--- src/hw/fpPkg.sv ---
/*
 * fpPkg
 * shared constants for the single-precision multiplier: format fields,
 * special values, rounding-mode codes, register map and status bits
 */
`default_nettype none

package fpPkg;

	// --------------------------------------------------
	// IEEE 754 single format
	// --------------------------------------------------
	localparam int FpWidth = 32;
	localparam int ExpWidth = 8;
	localparam int FracWidth = 23;
	localparam int ExpBias = 127;
	// all-ones exponent marks inf or NaN
	localparam logic [ExpWidth-1:0] ExpInf = '1;
	localparam logic [FpWidth-1:0] QuietNan = 32'h7FC0_0000;
	// 24x24 mantissa product
	localparam int ProdWidth = 2 * (FracWidth + 1);

	// rounding modes
	localparam logic [2:0] RmNearestEven = 3'd0;
	localparam logic [2:0] RmTowardZero = 3'd1;
	localparam logic [2:0] RmUp = 3'd2;
	localparam logic [2:0] RmDown = 3'd3;
	localparam logic [2:0] RmNearestAway = 3'd4;

	// --------------------------------------------------
	// AXI4-Lite register map, byte offsets
	// --------------------------------------------------
	localparam logic [4:0] AddrOpA = 5'h00;
	localparam logic [4:0] AddrOpB = 5'h04;
	localparam logic [4:0] AddrMode = 5'h08;
	localparam logic [4:0] AddrStart = 5'h0C;
	localparam logic [4:0] AddrResult = 5'h10;
	localparam logic [4:0] AddrStatus = 5'h14;

	// clocks from operand capture to rounded result
	localparam int MulLatency = 4;

	// status register bit positions
	localparam int StDone = 0;
	localparam int StBusy = 1;
	localparam int StInf = 2;
	localparam int StOverflow = 3;
	localparam int StUnderflow = 4;

endpackage

`default_nettype wire

--- src/hw/fpDelay.sv ---
/*
 * fpDelay
 * shift register of Depth stages advancing on ce, carrying any payload type
 */
`timescale 1ns/1ps
`default_nettype none

module fpDelay #(
	parameter int Depth = 1,
	parameter type PayloadT = logic
) (
	input logic clk,
	input logic ce,
	input PayloadT din,
	output PayloadT dout
);

	PayloadT stages [Depth];

	always_ff @(posedge clk) begin
		if (ce) begin
			stages[0] <= din;
			// each stage takes the one before it
			for (int i = 1; i < Depth; i++) begin
				stages[i] <= stages[i-1];
			end
		end
	end

	assign dout = stages[Depth-1];

endmodule

`default_nettype wire

--- src/hw/latencyTimer.sv ---
/*
 * latencyTimer
 * down-counter loaded on launch, pulses done Latency cycles later
 */
`timescale 1ns/1ps
`default_nettype none

module latencyTimer #(
	parameter int Latency = 4
) (
	input logic clk,
	input logic rst,
	input logic launch,
	output logic busy,
	output logic done
);

	localparam int CntWidth = $clog2(Latency + 1);

	logic [CntWidth-1:0] count;

	always_ff @(posedge clk) begin
		if (rst) begin
			count <= '0;
		end else if (launch) begin
			count <= CntWidth'(Latency);
		end else if (count != '0) begin
			count <= count - 1'b1;
		end
	end

	// last count value is the done cycle
	assign busy = (count != '0);
	assign done = (count == CntWidth'(1));

endmodule

`default_nettype wire

--- src/hw/fpMultiply.sv ---
/*
 * fpMultiply
 * operand decode, exponent sum and 24x24 mantissa multiply over two clocks
 * second clock also folds the operand classes into nan/inf/zero flags
 */
`timescale 1ns/1ps
`default_nettype none

module fpMultiply
	import fpPkg::*;
(
	input logic clk,
	input logic rst,
	input logic ce,
	input logic [FpWidth-1:0] opA,
	input logic [FpWidth-1:0] opB,
	output logic [ProdWidth-1:0] product,
	output logic signed [ExpWidth+1:0] expSum,
	output logic sign,
	output logic nanOut,
	output logic infOut,
	output logic zeroOut
);

	localparam int MantWidth = FracWidth + 1;
	localparam int HalfWidth = MantWidth / 2;

	logic [ExpWidth-1:0] expA;
	logic [ExpWidth-1:0] expB;
	logic [FracWidth-1:0] fracA;
	logic [FracWidth-1:0] fracB;
	logic zeroA;
	logic zeroB;
	logic [MantWidth-1:0] mantA;
	logic [MantWidth-1:0] mantB;
	logic [ExpWidth+1:0] expSumNext;
	logic [6:0] classNow;
	logic [6:0] classDly;

	// partial products and exponent, first clock
	logic [2*HalfWidth-1:0] ppLL;
	logic [2*HalfWidth-1:0] ppHL;
	logic [2*HalfWidth-1:0] ppLH;
	logic [2*HalfWidth-1:0] ppHH;
	logic signed [ExpWidth+1:0] expSum1;

	// delayed operand classes
	logic signDly;
	logic nanADly;
	logic nanBDly;
	logic infADly;
	logic infBDly;
	logic zeroADly;
	logic zeroBDly;
	logic isNan;

	// --------------------------------------------------
	// first clock
	// --------------------------------------------------
	assign expA = opA[FpWidth-2 -: ExpWidth];
	assign expB = opB[FpWidth-2 -: ExpWidth];
	assign fracA = opA[FracWidth-1:0];
	assign fracB = opB[FracWidth-1:0];

	// zero exponent covers both zero and denormal, flushed here
	assign zeroA = (expA == '0);
	assign zeroB = (expB == '0);
	assign mantA = zeroA ? '0 : {1'b1, fracA};
	assign mantB = zeroB ? '0 : {1'b1, fracB};

	// biased sum minus bias, wraps to the signed range on purpose
	assign expSumNext = {2'b00, expA} + {2'b00, expB} - (ExpWidth+2)'(ExpBias);

	// sign, nanA, nanB, infA, infB, zeroA, zeroB
	assign classNow = {
		opA[FpWidth-1] ^ opB[FpWidth-1],
		(expA == ExpInf) && (fracA != '0),
		(expB == ExpInf) && (fracB != '0),
		(expA == ExpInf) && (fracA == '0),
		(expB == ExpInf) && (fracB == '0),
		zeroA,
		zeroB
	};

	always_ff @(posedge clk) begin
		if (ce) begin
			ppLL <= mantA[HalfWidth-1:0] * mantB[HalfWidth-1:0];
			ppHL <= mantA[MantWidth-1:HalfWidth] * mantB[HalfWidth-1:0];
			ppLH <= mantA[HalfWidth-1:0] * mantB[MantWidth-1:HalfWidth];
			ppHH <= mantA[MantWidth-1:HalfWidth] * mantB[MantWidth-1:HalfWidth];
			expSum1 <= expSumNext;
		end
	end

	// classes ride one stage alongside the partial products
	fpDelay #(
		.Depth(1),
		.PayloadT(logic [6:0])
	) u_classDelay (
		.clk(clk),
		.ce(ce),
		.din(classNow),
		.dout(classDly)
	);

	// --------------------------------------------------
	// second clock
	// --------------------------------------------------
	assign {signDly, nanADly, nanBDly, infADly, infBDly, zeroADly, zeroBDly} = classDly;

	// NaN operand, or inf times zero
	assign isNan = nanADly || nanBDly || (infADly && zeroBDly) || (infBDly && zeroADly);

	always_ff @(posedge clk) begin
		if (ce) begin
			// outer products overlap at the middle 12-bit offset
			product <= {ppHH, ppLL} + {ppHL, {HalfWidth{1'b0}}} + {ppLH, {HalfWidth{1'b0}}};
			expSum <= expSum1;
		end
	end

	// exception correction, flags kept mutually exclusive
	always_ff @(posedge clk) begin
		if (rst) begin
			sign <= 1'b0;
			nanOut <= 1'b0;
			infOut <= 1'b0;
			zeroOut <= 1'b0;
		end else if (ce) begin
			sign <= signDly;
			nanOut <= isNan;
			infOut <= !isNan && (infADly || infBDly);
			zeroOut <= !isNan && !(infADly || infBDly) && (zeroADly || zeroBDly);
		end
	end

endmodule

`default_nettype wire

--- src/hw/fpNormalize.sv ---
/*
 * fpNormalize
 * puts the leading one of the 48-bit product at the hidden-bit position,
 * adjusts the exponent and reduces the tail to guard and sticky
 */
`timescale 1ns/1ps
`default_nettype none

module fpNormalize
	import fpPkg::*;
(
	input logic clk,
	input logic ce,
	input logic [ProdWidth-1:0] product,
	input logic signed [ExpWidth+1:0] expSum,
	input logic signIn,
	input logic nanIn,
	input logic infIn,
	input logic zeroIn,
	output logic [FracWidth+2:0] fraction,
	output logic signed [ExpWidth+1:0] expNorm,
	output logic signOut,
	output logic nanOut,
	output logic infOut,
	output logic zeroOut
);

	localparam int MantWidth = FracWidth + 1;

	logic topSet;
	logic [MantWidth-1:0] mantNext;
	logic guardNext;
	logic stickyNext;

	// product of two 1.x values lies in [1,4)
	assign topSet = product[ProdWidth-1];

	always_comb begin
		if (topSet) begin
			// 1x.xxx so shift right by one
			mantNext = product[ProdWidth-1 -: MantWidth];
			guardNext = product[ProdWidth-MantWidth-1];
			stickyNext = |product[ProdWidth-MantWidth-2:0];
		end else begin
			mantNext = product[ProdWidth-2 -: MantWidth];
			guardNext = product[ProdWidth-MantWidth-2];
			stickyNext = |product[ProdWidth-MantWidth-3:0];
		end
	end

	always_ff @(posedge clk) begin
		if (ce) begin
			// mantissa, guard, sticky
			fraction <= {mantNext, guardNext, stickyNext};
			expNorm <= expSum + (ExpWidth+2)'(topSet);
			signOut <= signIn;
			nanOut <= nanIn;
			infOut <= infIn;
			zeroOut <= zeroIn;
		end
	end

endmodule

`default_nettype wire

--- src/hw/fpRound.sv ---
/*
 * fpRound
 * applies the rounding mode and packs the final single-precision word,
 * with NaN, infinity, overflow and underflow handling
 */
`timescale 1ns/1ps
`default_nettype none

module fpRound
	import fpPkg::*;
(
	input logic clk,
	input logic ce,
	input logic [2:0] roundMode,
	input logic [FracWidth+2:0] fraction,
	input logic signed [ExpWidth+1:0] expNorm,
	input logic signIn,
	input logic nanIn,
	input logic infIn,
	input logic zeroIn,
	output logic [FpWidth-1:0] result,
	output logic infFlag,
	output logic overflow,
	output logic underflow
);

	// mode enters with the operands, needed in the last stage
	localparam int ModeDepth = MulLatency - 1;

	logic [2:0] modeAligned;
	logic lsb;
	logic guard;
	logic sticky;
	logic roundUp;
	logic [FracWidth+1:0] mantRounded;
	logic carry;
	logic signed [ExpWidth+1:0] expFinal;

	fpDelay #(
		.Depth(ModeDepth),
		.PayloadT(logic [2:0])
	) u_modeDelay (
		.clk(clk),
		.ce(ce),
		.din(roundMode),
		.dout(modeAligned)
	);

	assign lsb = fraction[2];
	assign guard = fraction[1];
	assign sticky = fraction[0];

	always_comb begin
		case (modeAligned)
			RmNearestEven: roundUp = guard && (sticky || lsb);
			RmTowardZero: roundUp = 1'b0;
			RmUp: roundUp = !signIn && (guard || sticky);
			RmDown: roundUp = signIn && (guard || sticky);
			RmNearestAway: roundUp = guard;
			// reserved codes behave as nearest-even
			default: roundUp = guard && (sticky || lsb);
		endcase
	end

	assign mantRounded = {1'b0, fraction[FracWidth+2:2]} + (FracWidth+2)'(roundUp);

	// carry out means all-ones rolled over, stored fraction is already zero
	assign carry = mantRounded[FracWidth+1];
	assign expFinal = expNorm + (ExpWidth+2)'(carry);

	// --------------------------------------------------
	// result packing
	// --------------------------------------------------
	always_ff @(posedge clk) begin
		if (ce) begin
			infFlag <= 1'b0;
			overflow <= 1'b0;
			underflow <= 1'b0;
			if (nanIn) begin
				result <= QuietNan;
			end else if (infIn) begin
				result <= {signIn, ExpInf, {FracWidth{1'b0}}};
				infFlag <= 1'b1;
			end else if (zeroIn) begin
				result <= {signIn, {(FpWidth-1){1'b0}}};
			end else if (expFinal >= $signed({2'b00, ExpInf})) begin
				// too large, saturate to signed inf
				result <= {signIn, ExpInf, {FracWidth{1'b0}}};
				overflow <= 1'b1;
			end else if (expFinal <= 0) begin
				// below smallest normal, flush
				result <= {signIn, {(FpWidth-1){1'b0}}};
				underflow <= 1'b1;
			end else begin
				result <= {signIn, expFinal[ExpWidth-1:0], mantRounded[FracWidth-1:0]};
			end
		end
	end

endmodule

`default_nettype wire

--- src/hw/mulSequencer.sv ---
/*
 * mulSequencer
 * AXI4-Lite slave for the multiplier: operand, mode and result registers,
 * start decode and status, with independent write and read FSMs
 */
`timescale 1ns/1ps
`default_nettype none

module mulSequencer
	import fpPkg::*;
(
	input logic clk,
	input logic rst,
	input logic [4:0] awaddr,
	input logic awvalid,
	output logic awready,
	input logic [31:0] wdata,
	input logic [3:0] wstrb,
	input logic wvalid,
	output logic wready,
	output logic [1:0] bresp,
	output logic bvalid,
	input logic bready,
	input logic [4:0] araddr,
	input logic arvalid,
	output logic arready,
	output logic [31:0] rdata,
	output logic [1:0] rresp,
	output logic rvalid,
	input logic rready,
	output logic [FpWidth-1:0] opA,
	output logic [FpWidth-1:0] opB,
	output logic [2:0] roundMode,
	output logic launch,
	input logic timerBusy,
	input logic done,
	input logic [FpWidth-1:0] result,
	input logic infFlag,
	input logic overflow,
	input logic underflow
);

	typedef enum logic {WrIdle, WrResp} wrStateT;
	typedef enum logic {RdIdle, RdResp} rdStateT;

	wrStateT wrState;
	rdStateT rdState;
	logic busy;
	logic wrTake;
	logic startHit;
	logic [FpWidth-1:0] resultReg;
	logic statusDone;
	logic statusInf;
	logic statusOver;
	logic statusUnder;
	logic [31:0] statusWord;
	logic [31:0] readWord;

	// byte-lane merge for partial writes
	function automatic logic [31:0] mergeBytes(
		input logic [31:0] old,
		input logic [31:0] data,
		input logic [3:0] strb
	);
		logic [31:0] merged;
		merged = old;
		for (int b = 0; b < 4; b++) begin
			if (strb[b]) begin
				merged[8*b +: 8] = data[8*b +: 8];
			end
		end
		return merged;
	endfunction

	// busy from the launch cycle until the done edge
	assign busy = launch || timerBusy;

	assign wrTake = (wrState == WrIdle) && awvalid && wvalid;
	assign startHit = wrTake && (awaddr == AddrStart) && wstrb[0] && wdata[0] && !busy;

	// always OKAY
	assign bresp = 2'b00;
	assign rresp = 2'b00;

	// --------------------------------------------------
	// write channel and register writes
	// --------------------------------------------------
	always_ff @(posedge clk) begin
		if (rst) begin
			wrState <= WrIdle;
			awready <= 1'b0;
			wready <= 1'b0;
			bvalid <= 1'b0;
			launch <= 1'b0;
			opA <= '0;
			opB <= '0;
			roundMode <= '0;
		end else begin
			launch <= startHit;
			case (wrState)
				WrIdle: begin
					if (wrTake) begin
						awready <= 1'b1;
						wready <= 1'b1;
						wrState <= WrResp;
						case (awaddr)
							AddrOpA: opA <= mergeBytes(opA, wdata, wstrb);
							AddrOpB: opB <= mergeBytes(opB, wdata, wstrb);
							AddrMode: begin
								if (wstrb[0]) begin
									roundMode <= wdata[2:0];
								end
							end
							default: ;
						endcase
					end
				end
				WrResp: begin
					awready <= 1'b0;
					wready <= 1'b0;
					// response follows the accept cycle
					if (awready) begin
						bvalid <= 1'b1;
					end else if (bready) begin
						bvalid <= 1'b0;
						wrState <= WrIdle;
					end
				end
				default: wrState <= WrIdle;
			endcase
		end
	end

	// --------------------------------------------------
	// completion capture, independent of bus stalls
	// --------------------------------------------------
	always_ff @(posedge clk) begin
		if (rst) begin
			resultReg <= '0;
			statusDone <= 1'b0;
			statusInf <= 1'b0;
			statusOver <= 1'b0;
			statusUnder <= 1'b0;
		end else if (done) begin
			resultReg <= result;
			statusDone <= 1'b1;
			statusInf <= infFlag;
			statusOver <= overflow;
			statusUnder <= underflow;
		end else if (startHit) begin
			statusDone <= 1'b0;
		end
	end

	always_comb begin
		statusWord = '0;
		statusWord[StDone] = statusDone;
		statusWord[StBusy] = busy;
		statusWord[StInf] = statusInf;
		statusWord[StOverflow] = statusOver;
		statusWord[StUnderflow] = statusUnder;
	end

	// read mux, start and unknown offsets read zero
	always_comb begin
		readWord = '0;
		case (araddr)
			AddrOpA: readWord = opA;
			AddrOpB: readWord = opB;
			AddrMode: readWord[2:0] = roundMode;
			AddrResult: readWord = resultReg;
			AddrStatus: readWord = statusWord;
			default: ;
		endcase
	end

	// --------------------------------------------------
	// read channel
	// --------------------------------------------------
	always_ff @(posedge clk) begin
		if (rst) begin
			rdState <= RdIdle;
			arready <= 1'b0;
			rvalid <= 1'b0;
			rdata <= '0;
		end else begin
			case (rdState)
				RdIdle: begin
					if (arvalid) begin
						arready <= 1'b1;
						rdState <= RdResp;
					end
				end
				RdResp: begin
					arready <= 1'b0;
					// araddr still held during the accept cycle
					if (arready) begin
						rvalid <= 1'b1;
						rdata <= readWord;
					end else if (rready) begin
						rvalid <= 1'b0;
						rdState <= RdIdle;
					end
				end
				default: rdState <= RdIdle;
			endcase
		end
	end

endmodule

`default_nettype wire

--- src/hw/fpMulAxi.sv ---
/*
 * fpMulAxi
 * single-precision multiplier behind an AXI4-Lite slave
 */
`timescale 1ns/1ps
`default_nettype none

module fpMulAxi
	import fpPkg::*;
#(
	parameter int Latency = MulLatency
) (
	input logic clk,
	input logic rst,
	input logic [4:0] awaddr,
	input logic awvalid,
	output logic awready,
	input logic [31:0] wdata,
	input logic [3:0] wstrb,
	input logic wvalid,
	output logic wready,
	output logic [1:0] bresp,
	output logic bvalid,
	input logic bready,
	input logic [4:0] araddr,
	input logic arvalid,
	output logic arready,
	output logic [31:0] rdata,
	output logic [1:0] rresp,
	output logic rvalid,
	input logic rready
);

	// pipeline runs every clock
	logic ce;

	logic [FpWidth-1:0] opA;
	logic [FpWidth-1:0] opB;
	logic [2:0] roundMode;
	logic launch;
	logic timerBusy;
	logic timerDone;

	// multiply to normalize
	logic [ProdWidth-1:0] mulProduct;
	logic signed [ExpWidth+1:0] mulExp;
	logic mulSign;
	logic mulNan;
	logic mulInf;
	logic mulZero;

	// normalize to round
	logic [FracWidth+2:0] normFrac;
	logic signed [ExpWidth+1:0] normExp;
	logic normSign;
	logic normNan;
	logic normInf;
	logic normZero;

	// round back to the sequencer
	logic [FpWidth-1:0] rndResult;
	logic rndInf;
	logic rndOver;
	logic rndUnder;

	assign ce = 1'b1;

	mulSequencer u_mulSequencer (
		.clk(clk), .rst(rst),
		.awaddr(awaddr), .awvalid(awvalid), .awready(awready),
		.wdata(wdata), .wstrb(wstrb), .wvalid(wvalid), .wready(wready),
		.bresp(bresp), .bvalid(bvalid), .bready(bready),
		.araddr(araddr), .arvalid(arvalid), .arready(arready),
		.rdata(rdata), .rresp(rresp), .rvalid(rvalid), .rready(rready),
		.opA(opA), .opB(opB), .roundMode(roundMode), .launch(launch),
		.timerBusy(timerBusy), .done(timerDone),
		.result(rndResult), .infFlag(rndInf), .overflow(rndOver), .underflow(rndUnder)
	);

	latencyTimer #(
		.Latency(Latency)
	) u_latencyTimer (
		.clk(clk), .rst(rst), .launch(launch), .busy(timerBusy), .done(timerDone)
	);

	fpMultiply u_fpMultiply (
		.clk(clk), .rst(rst), .ce(ce),
		.opA(opA), .opB(opB),
		.product(mulProduct), .expSum(mulExp), .sign(mulSign),
		.nanOut(mulNan), .infOut(mulInf), .zeroOut(mulZero)
	);

	fpNormalize u_fpNormalize (
		.clk(clk), .ce(ce),
		.product(mulProduct), .expSum(mulExp),
		.signIn(mulSign), .nanIn(mulNan), .infIn(mulInf), .zeroIn(mulZero),
		.fraction(normFrac), .expNorm(normExp),
		.signOut(normSign), .nanOut(normNan), .infOut(normInf), .zeroOut(normZero)
	);

	fpRound u_fpRound (
		.clk(clk), .ce(ce), .roundMode(roundMode),
		.fraction(normFrac), .expNorm(normExp),
		.signIn(normSign), .nanIn(normNan), .infIn(normInf), .zeroIn(normZero),
		.result(rndResult), .infFlag(rndInf), .overflow(rndOver), .underflow(rndUnder)
	);

endmodule

`default_nettype wire

--- config.mk ---
export PLATFORM = sky130hd
export DESIGN_NAME = fpMulAxi
export DESIGN_NICKNAME = d
export VERILOG_FILES = /design/src/hw/fpPkg.sv /design/src/hw/fpDelay.sv /design/src/hw/latencyTimer.sv /design/src/hw/fpMultiply.sv /design/src/hw/fpNormalize.sv /design/src/hw/fpRound.sv /design/src/hw/mulSequencer.sv /design/src/hw/fpMulAxi.sv
export SDC_FILE = /design/constraint.sdc
export NUM_CORES = 2
export LEC_CHECK = 0
export ABC_CLOCK_PERIOD_IN_PS = 8300
export BUFFER_PORTS_ARGS = -buffer_cell sky130_fd_sc_hd__buf_2
export CORE_UTILIZATION = 50
export DETAILED_ROUTE_END_ITERATION = 7
export HOLD_SLACK_MARGIN = 0.05
export PLACE_DENSITY = 0.78
export SLEW_MARGIN = 15
export SYNTH_ARGS = -nofsm -noshare
export SYNTH_HDL_FRONTEND = slang
export SYNTH_SLANG_ARGS = --single-unit
--- constraint.sdc ---
create_clock -name clk -period 8.3 [get_ports clk]
set_input_delay 2.075 -clock clk [delete_from_list [all_inputs] [get_ports clk]]
set_output_delay 2.075 -clock clk [all_outputs]
set_load 0.02 [all_outputs]
==> metrics.md <==
| Metric | Value |
|---|---|
| Synth Cell Area | `~34000 µm²` |
| Number of synthesized flops with an enable pin | `0` |
| Normalized max-slew margin | `0.1877` |
| Crit path time final | `7348 ps` |
| RSZ-0062 raised after global routing | `false` |
| Post-synthesis sequential area ratio | `0.2369` |
| Slowest stage delay, CP | `900 ps` |
| Hold path start | `u_fpRound.u_modeDelay.stages[0][3]$_DFF_P_` |
| Final clock skew | `around 27 ps` |
| Antenna-violating nets left | `0` |
| CTS buffer count | `between 40 and 50` |
| Reg-to-Reg Start | `u_mulSequencer.opB[24]$_SDFFE_PP0P_` |
| Clk sinks | `404` |
| Period utilization | `0.8853` |
| Initial Utilization | `0.5066` |
| Asr flop ratio synth | `0` |
| Mean Syn Cell Area | `9.032 µm²` |
| Final core utilization | `0.5469` |
| Via count | `26518` |
| HP Class | `reg2reg` |
| Critical Path, Cell by Cell | `or4_1, nor2_1, nor2_4, buf_12, and2_1, nand2_1, fa_1, fa_1, fa_1, inv_1, fa_1, fa_1, ha_1, or4_4, o221a_4, a311oi_4, nor3_2, o41a_1, xnor2_1` |
| Startpoint types | `flip-flop` |
| Die outline height | `263.3 µm` |
| Worst skew pair latency | `600 ps` |
| P&R area growth vs syn | `7.967%` |
| Synth area leader | `fa_1` |
| Nets | `4530` |
| Gpl congestion | `0.9600` |
| Clk buf depth | `3` |
| Gr ovfl total | `0` |
| Drt total wl | `92260 µm` |
| Max IR drop VDD | `177.1 µV` |
| Clk root buf | `clkbuf_16` |
| DRC violations left | `0` |
| Global-route wire length before repair | `145600 µm` |
| WL per Instance | `19.76 µm` |
| Fmax achieved | `between 100 and 150 MHz` |
| Crit path buf inv count | `2` |
| Worst flop-to-flop path endpoint | `u_fpMultiply.ppHH[23]$_DFF_P_` |
| Ranking of synthesized cells by area | `fa_1 (25%), dfxtp_1 (24%), ha_1 (11%)` |
| CP required | `around 8800 ps` |
| Total GRT Usage | `0.2684` |
| WHS Endpoint | `u_fpRound.u_modeDelay.stages[0][6]$_DFF_P_` |
| Final Hold Violating Endpoints | `0` |
| Full die area | `roughly 69000 µm²` |
| Reg-to-reg setup timing slack | `950 ps` |
| Crit Path Max Fanout | `between 50 and 60` |
| IO buf count | `89` |
| Mapped Cells | `3780` |
| Yosys cell types | `75` |
| Worst slew pin tran | `around 1200 ps` |
| IO Pins | `94` |
| Std-Cell Core Area | `a little under 70000 µm²` |
| Filler Cell Count | `5817` |
| Pwr Density | `about 110 nW/µm²` |
| Vias in the first global route | `26650` |
| Post-cts resize count | `0` |
| Die X | `263.3 µm` |
| Status | `complete, no violations` |
| Most frequent cells in the layout | `inv_1 (582), nand2_1 (494), fa_1 (426)` |
| Hpwl dp | `70330 µm` |
| Final setup viols | `0` |
| Post-CTS Hold Buffers | `0` |
| Pin count of the biggest net entering global routing | `98` |
| Worst-path clk slew | `70 ps` |
| Share of post-route cells with drive strength above 1 | `0.07064` |
| Instance area after placement | `35320 µm²` |
| Max-slew violation count | `0` |
| Multi-input logic area | `23070 µm²` |
| FF+latch area | `~8100 µm²` |
| Initial antenna violation count | `2` |
| Post-CTS setup buffers | `0` |
| Top delay family on crit path | `adder cells` |
| Yosys top cell area share | `0.2498` |
| Reg2Reg Depth | `19` |
| Post-synthesis sequential element count | `404` |
| Hold path depth | `0` |
| Vias/cell | `about 5.7` |
| Arrival time worst endpoint | `7810 ps` |
| Yosys Warn Count | `0` |
| Crit-path slowest cell | `nor2_4` |
| Setup TNS | `0 ps` |
| Top FF cell, synth | `dfxtp_1` |
| Core Rows | `95` |
| Commonest non-fill, non-tap cell in the layout | `inv_1` |
| First-pass iteration count of the detailed router | `8` |
| Max cap viols | `0` |
| Critical path's most frequent cell | `fa_1` |
| Critical path class | `reg2reg` |
| DRT iter0 DRCs | `between 2000 and 2500` |
| Finished Cell Area | `36860 µm²` |
| CTS tree | `done` |
| Crit end category | `flip-flop` |
| Leak pwr | `0.01903 µW` |
| H-tree levels | `2` |
-- worst register-to-register path: cells and delay by family (launching register included) --
family | cells | cell delay [ps]
buf+inv | 2 | 370
compound gates | 3 | 1040
xor+xnor | 1 | 130
fa+ha+maj | 6 | 2780
flops | 1 | 430
simple gates | 7 | 2490
-- how the worst max path moves through the flow --
stage                                              startpoint                            end  slack [ps]  depth (start not counted)
after global routing      u_mulSequencer.opB[24]$_SDFFE_PP0P_  u_fpMultiply.ppHH[22]$_DFF_P_         570                         20
after detailed placement  u_mulSequencer.opB[24]$_SDFFE_PP0P_  u_fpMultiply.ppHH[23]$_DFF_P_        1040                         19
after floorplan           u_mulSequencer.opB[27]$_SDFFE_PP0P_  u_fpMultiply.ppHH[23]$_DFF_P_        1960                         21
final                     u_mulSequencer.opB[24]$_SDFFE_PP0P_  u_fpMultiply.ppHH[23]$_DFF_P_         950                         19
after global placement    u_mulSequencer.opB[24]$_SDFFE_PP0P_  u_fpMultiply.ppLH[22]$_DFF_P_        1090                         21
after CTS                 u_mulSequencer.opB[28]$_SDFFE_PP0P_  u_fpMultiply.ppLH[22]$_DFF_P_        1030                         21
-- layer usage --
layer | part of all wire | up-vias | track usage | routed length, µm
met5 | 0 | - | 0 | 0
met4 | 0.066 | 0 | 0.1603 | 6055
met3 | 0.086 | 296 | 0.04630 | 7976
met2 | 0.45 | 1158 | 0.4196 | 41370
met1 | 0.40 | 13007 | 0.3493 | 36860
li1 | - | 12057 | - | -
-- kinds of logic after synthesis --
logic type	Yosys count	synth area share
simple gates	1194	0.1671
buf+inv	795	0.08847
fa+ha+maj	716	0.3561
flops	404	0.2369
compound gates	397	0.07498
xor+xnor	146	0.03745
mux	127	0.03892
other cells	1	0.0001098
-- sequential cells by signal (all words and copies together), names as in the netlist, 24 cells and up --
| signal | flops |
|---|---|
| u_fpMultiply.ppLH | 24 |
| u_fpMultiply.product | 48 |
| u_fpMultiply.ppHH | 24 |
| u_mulSequencer.opB | 32 |
| u_mulSequencer.resultReg | 32 |
| u_mulSequencer.opA | 32 |
| u_fpMultiply.ppLL | 24 |
| u_fpMultiply.ppHL | 24 |
| u_fpRound.result | 32 |
| u_mulSequencer.rdata | 32 |
| u_fpNormalize.fraction | 26 |
-- report_power, final --
part | switching, µW | leakage [µW] | internal [µW]
Combinational | 117 | 0.0150 | 45.0
Clock | 863 | 0.000743 | 1230
Sequential | 13.6 | 0.00326 | 1950
-- synth_stat cells, drive strengths merged, types with 13 or more instances --
cell and n:
nor3 36, o21ai 80, fa 426, buf 26, clkbuf 187, a22oi 32
nand2b 14, xor2 46, nand4 23, dfxtp 404, a21o 37, nand3 39
nor2 207, nor2b 25, a21oi 122, nand2 494, a211oi 13, mux2 26
ha 290, inv 582, nor4 24, mux2i 99, and3 226, nor3b 16
o21a 16, a31oi 22, xnor2 100, and2 45
-- area by class of cell --
class,instances,share of cell area
Multi-Input combinational cell,2584,0.6258
Sequential cell,404,0.2194
Inverter,582,0.05926
Clock buffer,51,0.03109
Tap cell,873,0.02963
Timing Repair Buffer,146,0.02410
Clock inverter,27,0.01066
Antenna cell,1,0.00006789
-- stage by stage --
step	hold slack (ps)	total power [µW]	std cells	setup slack, ps
2_1_floorplan	309.6	2110	3783	1958
3_3_place_gp	310.2	2164	4589	1093
3_5_place_dp	312.1	2166	4589	1038
4_1_cts	326.8	4249	4667	1028
5_1_grt	331.1	4342	4667	573.2
6_report	326.8	4216	4668	952.3
(Power assumes the default switching activity.)
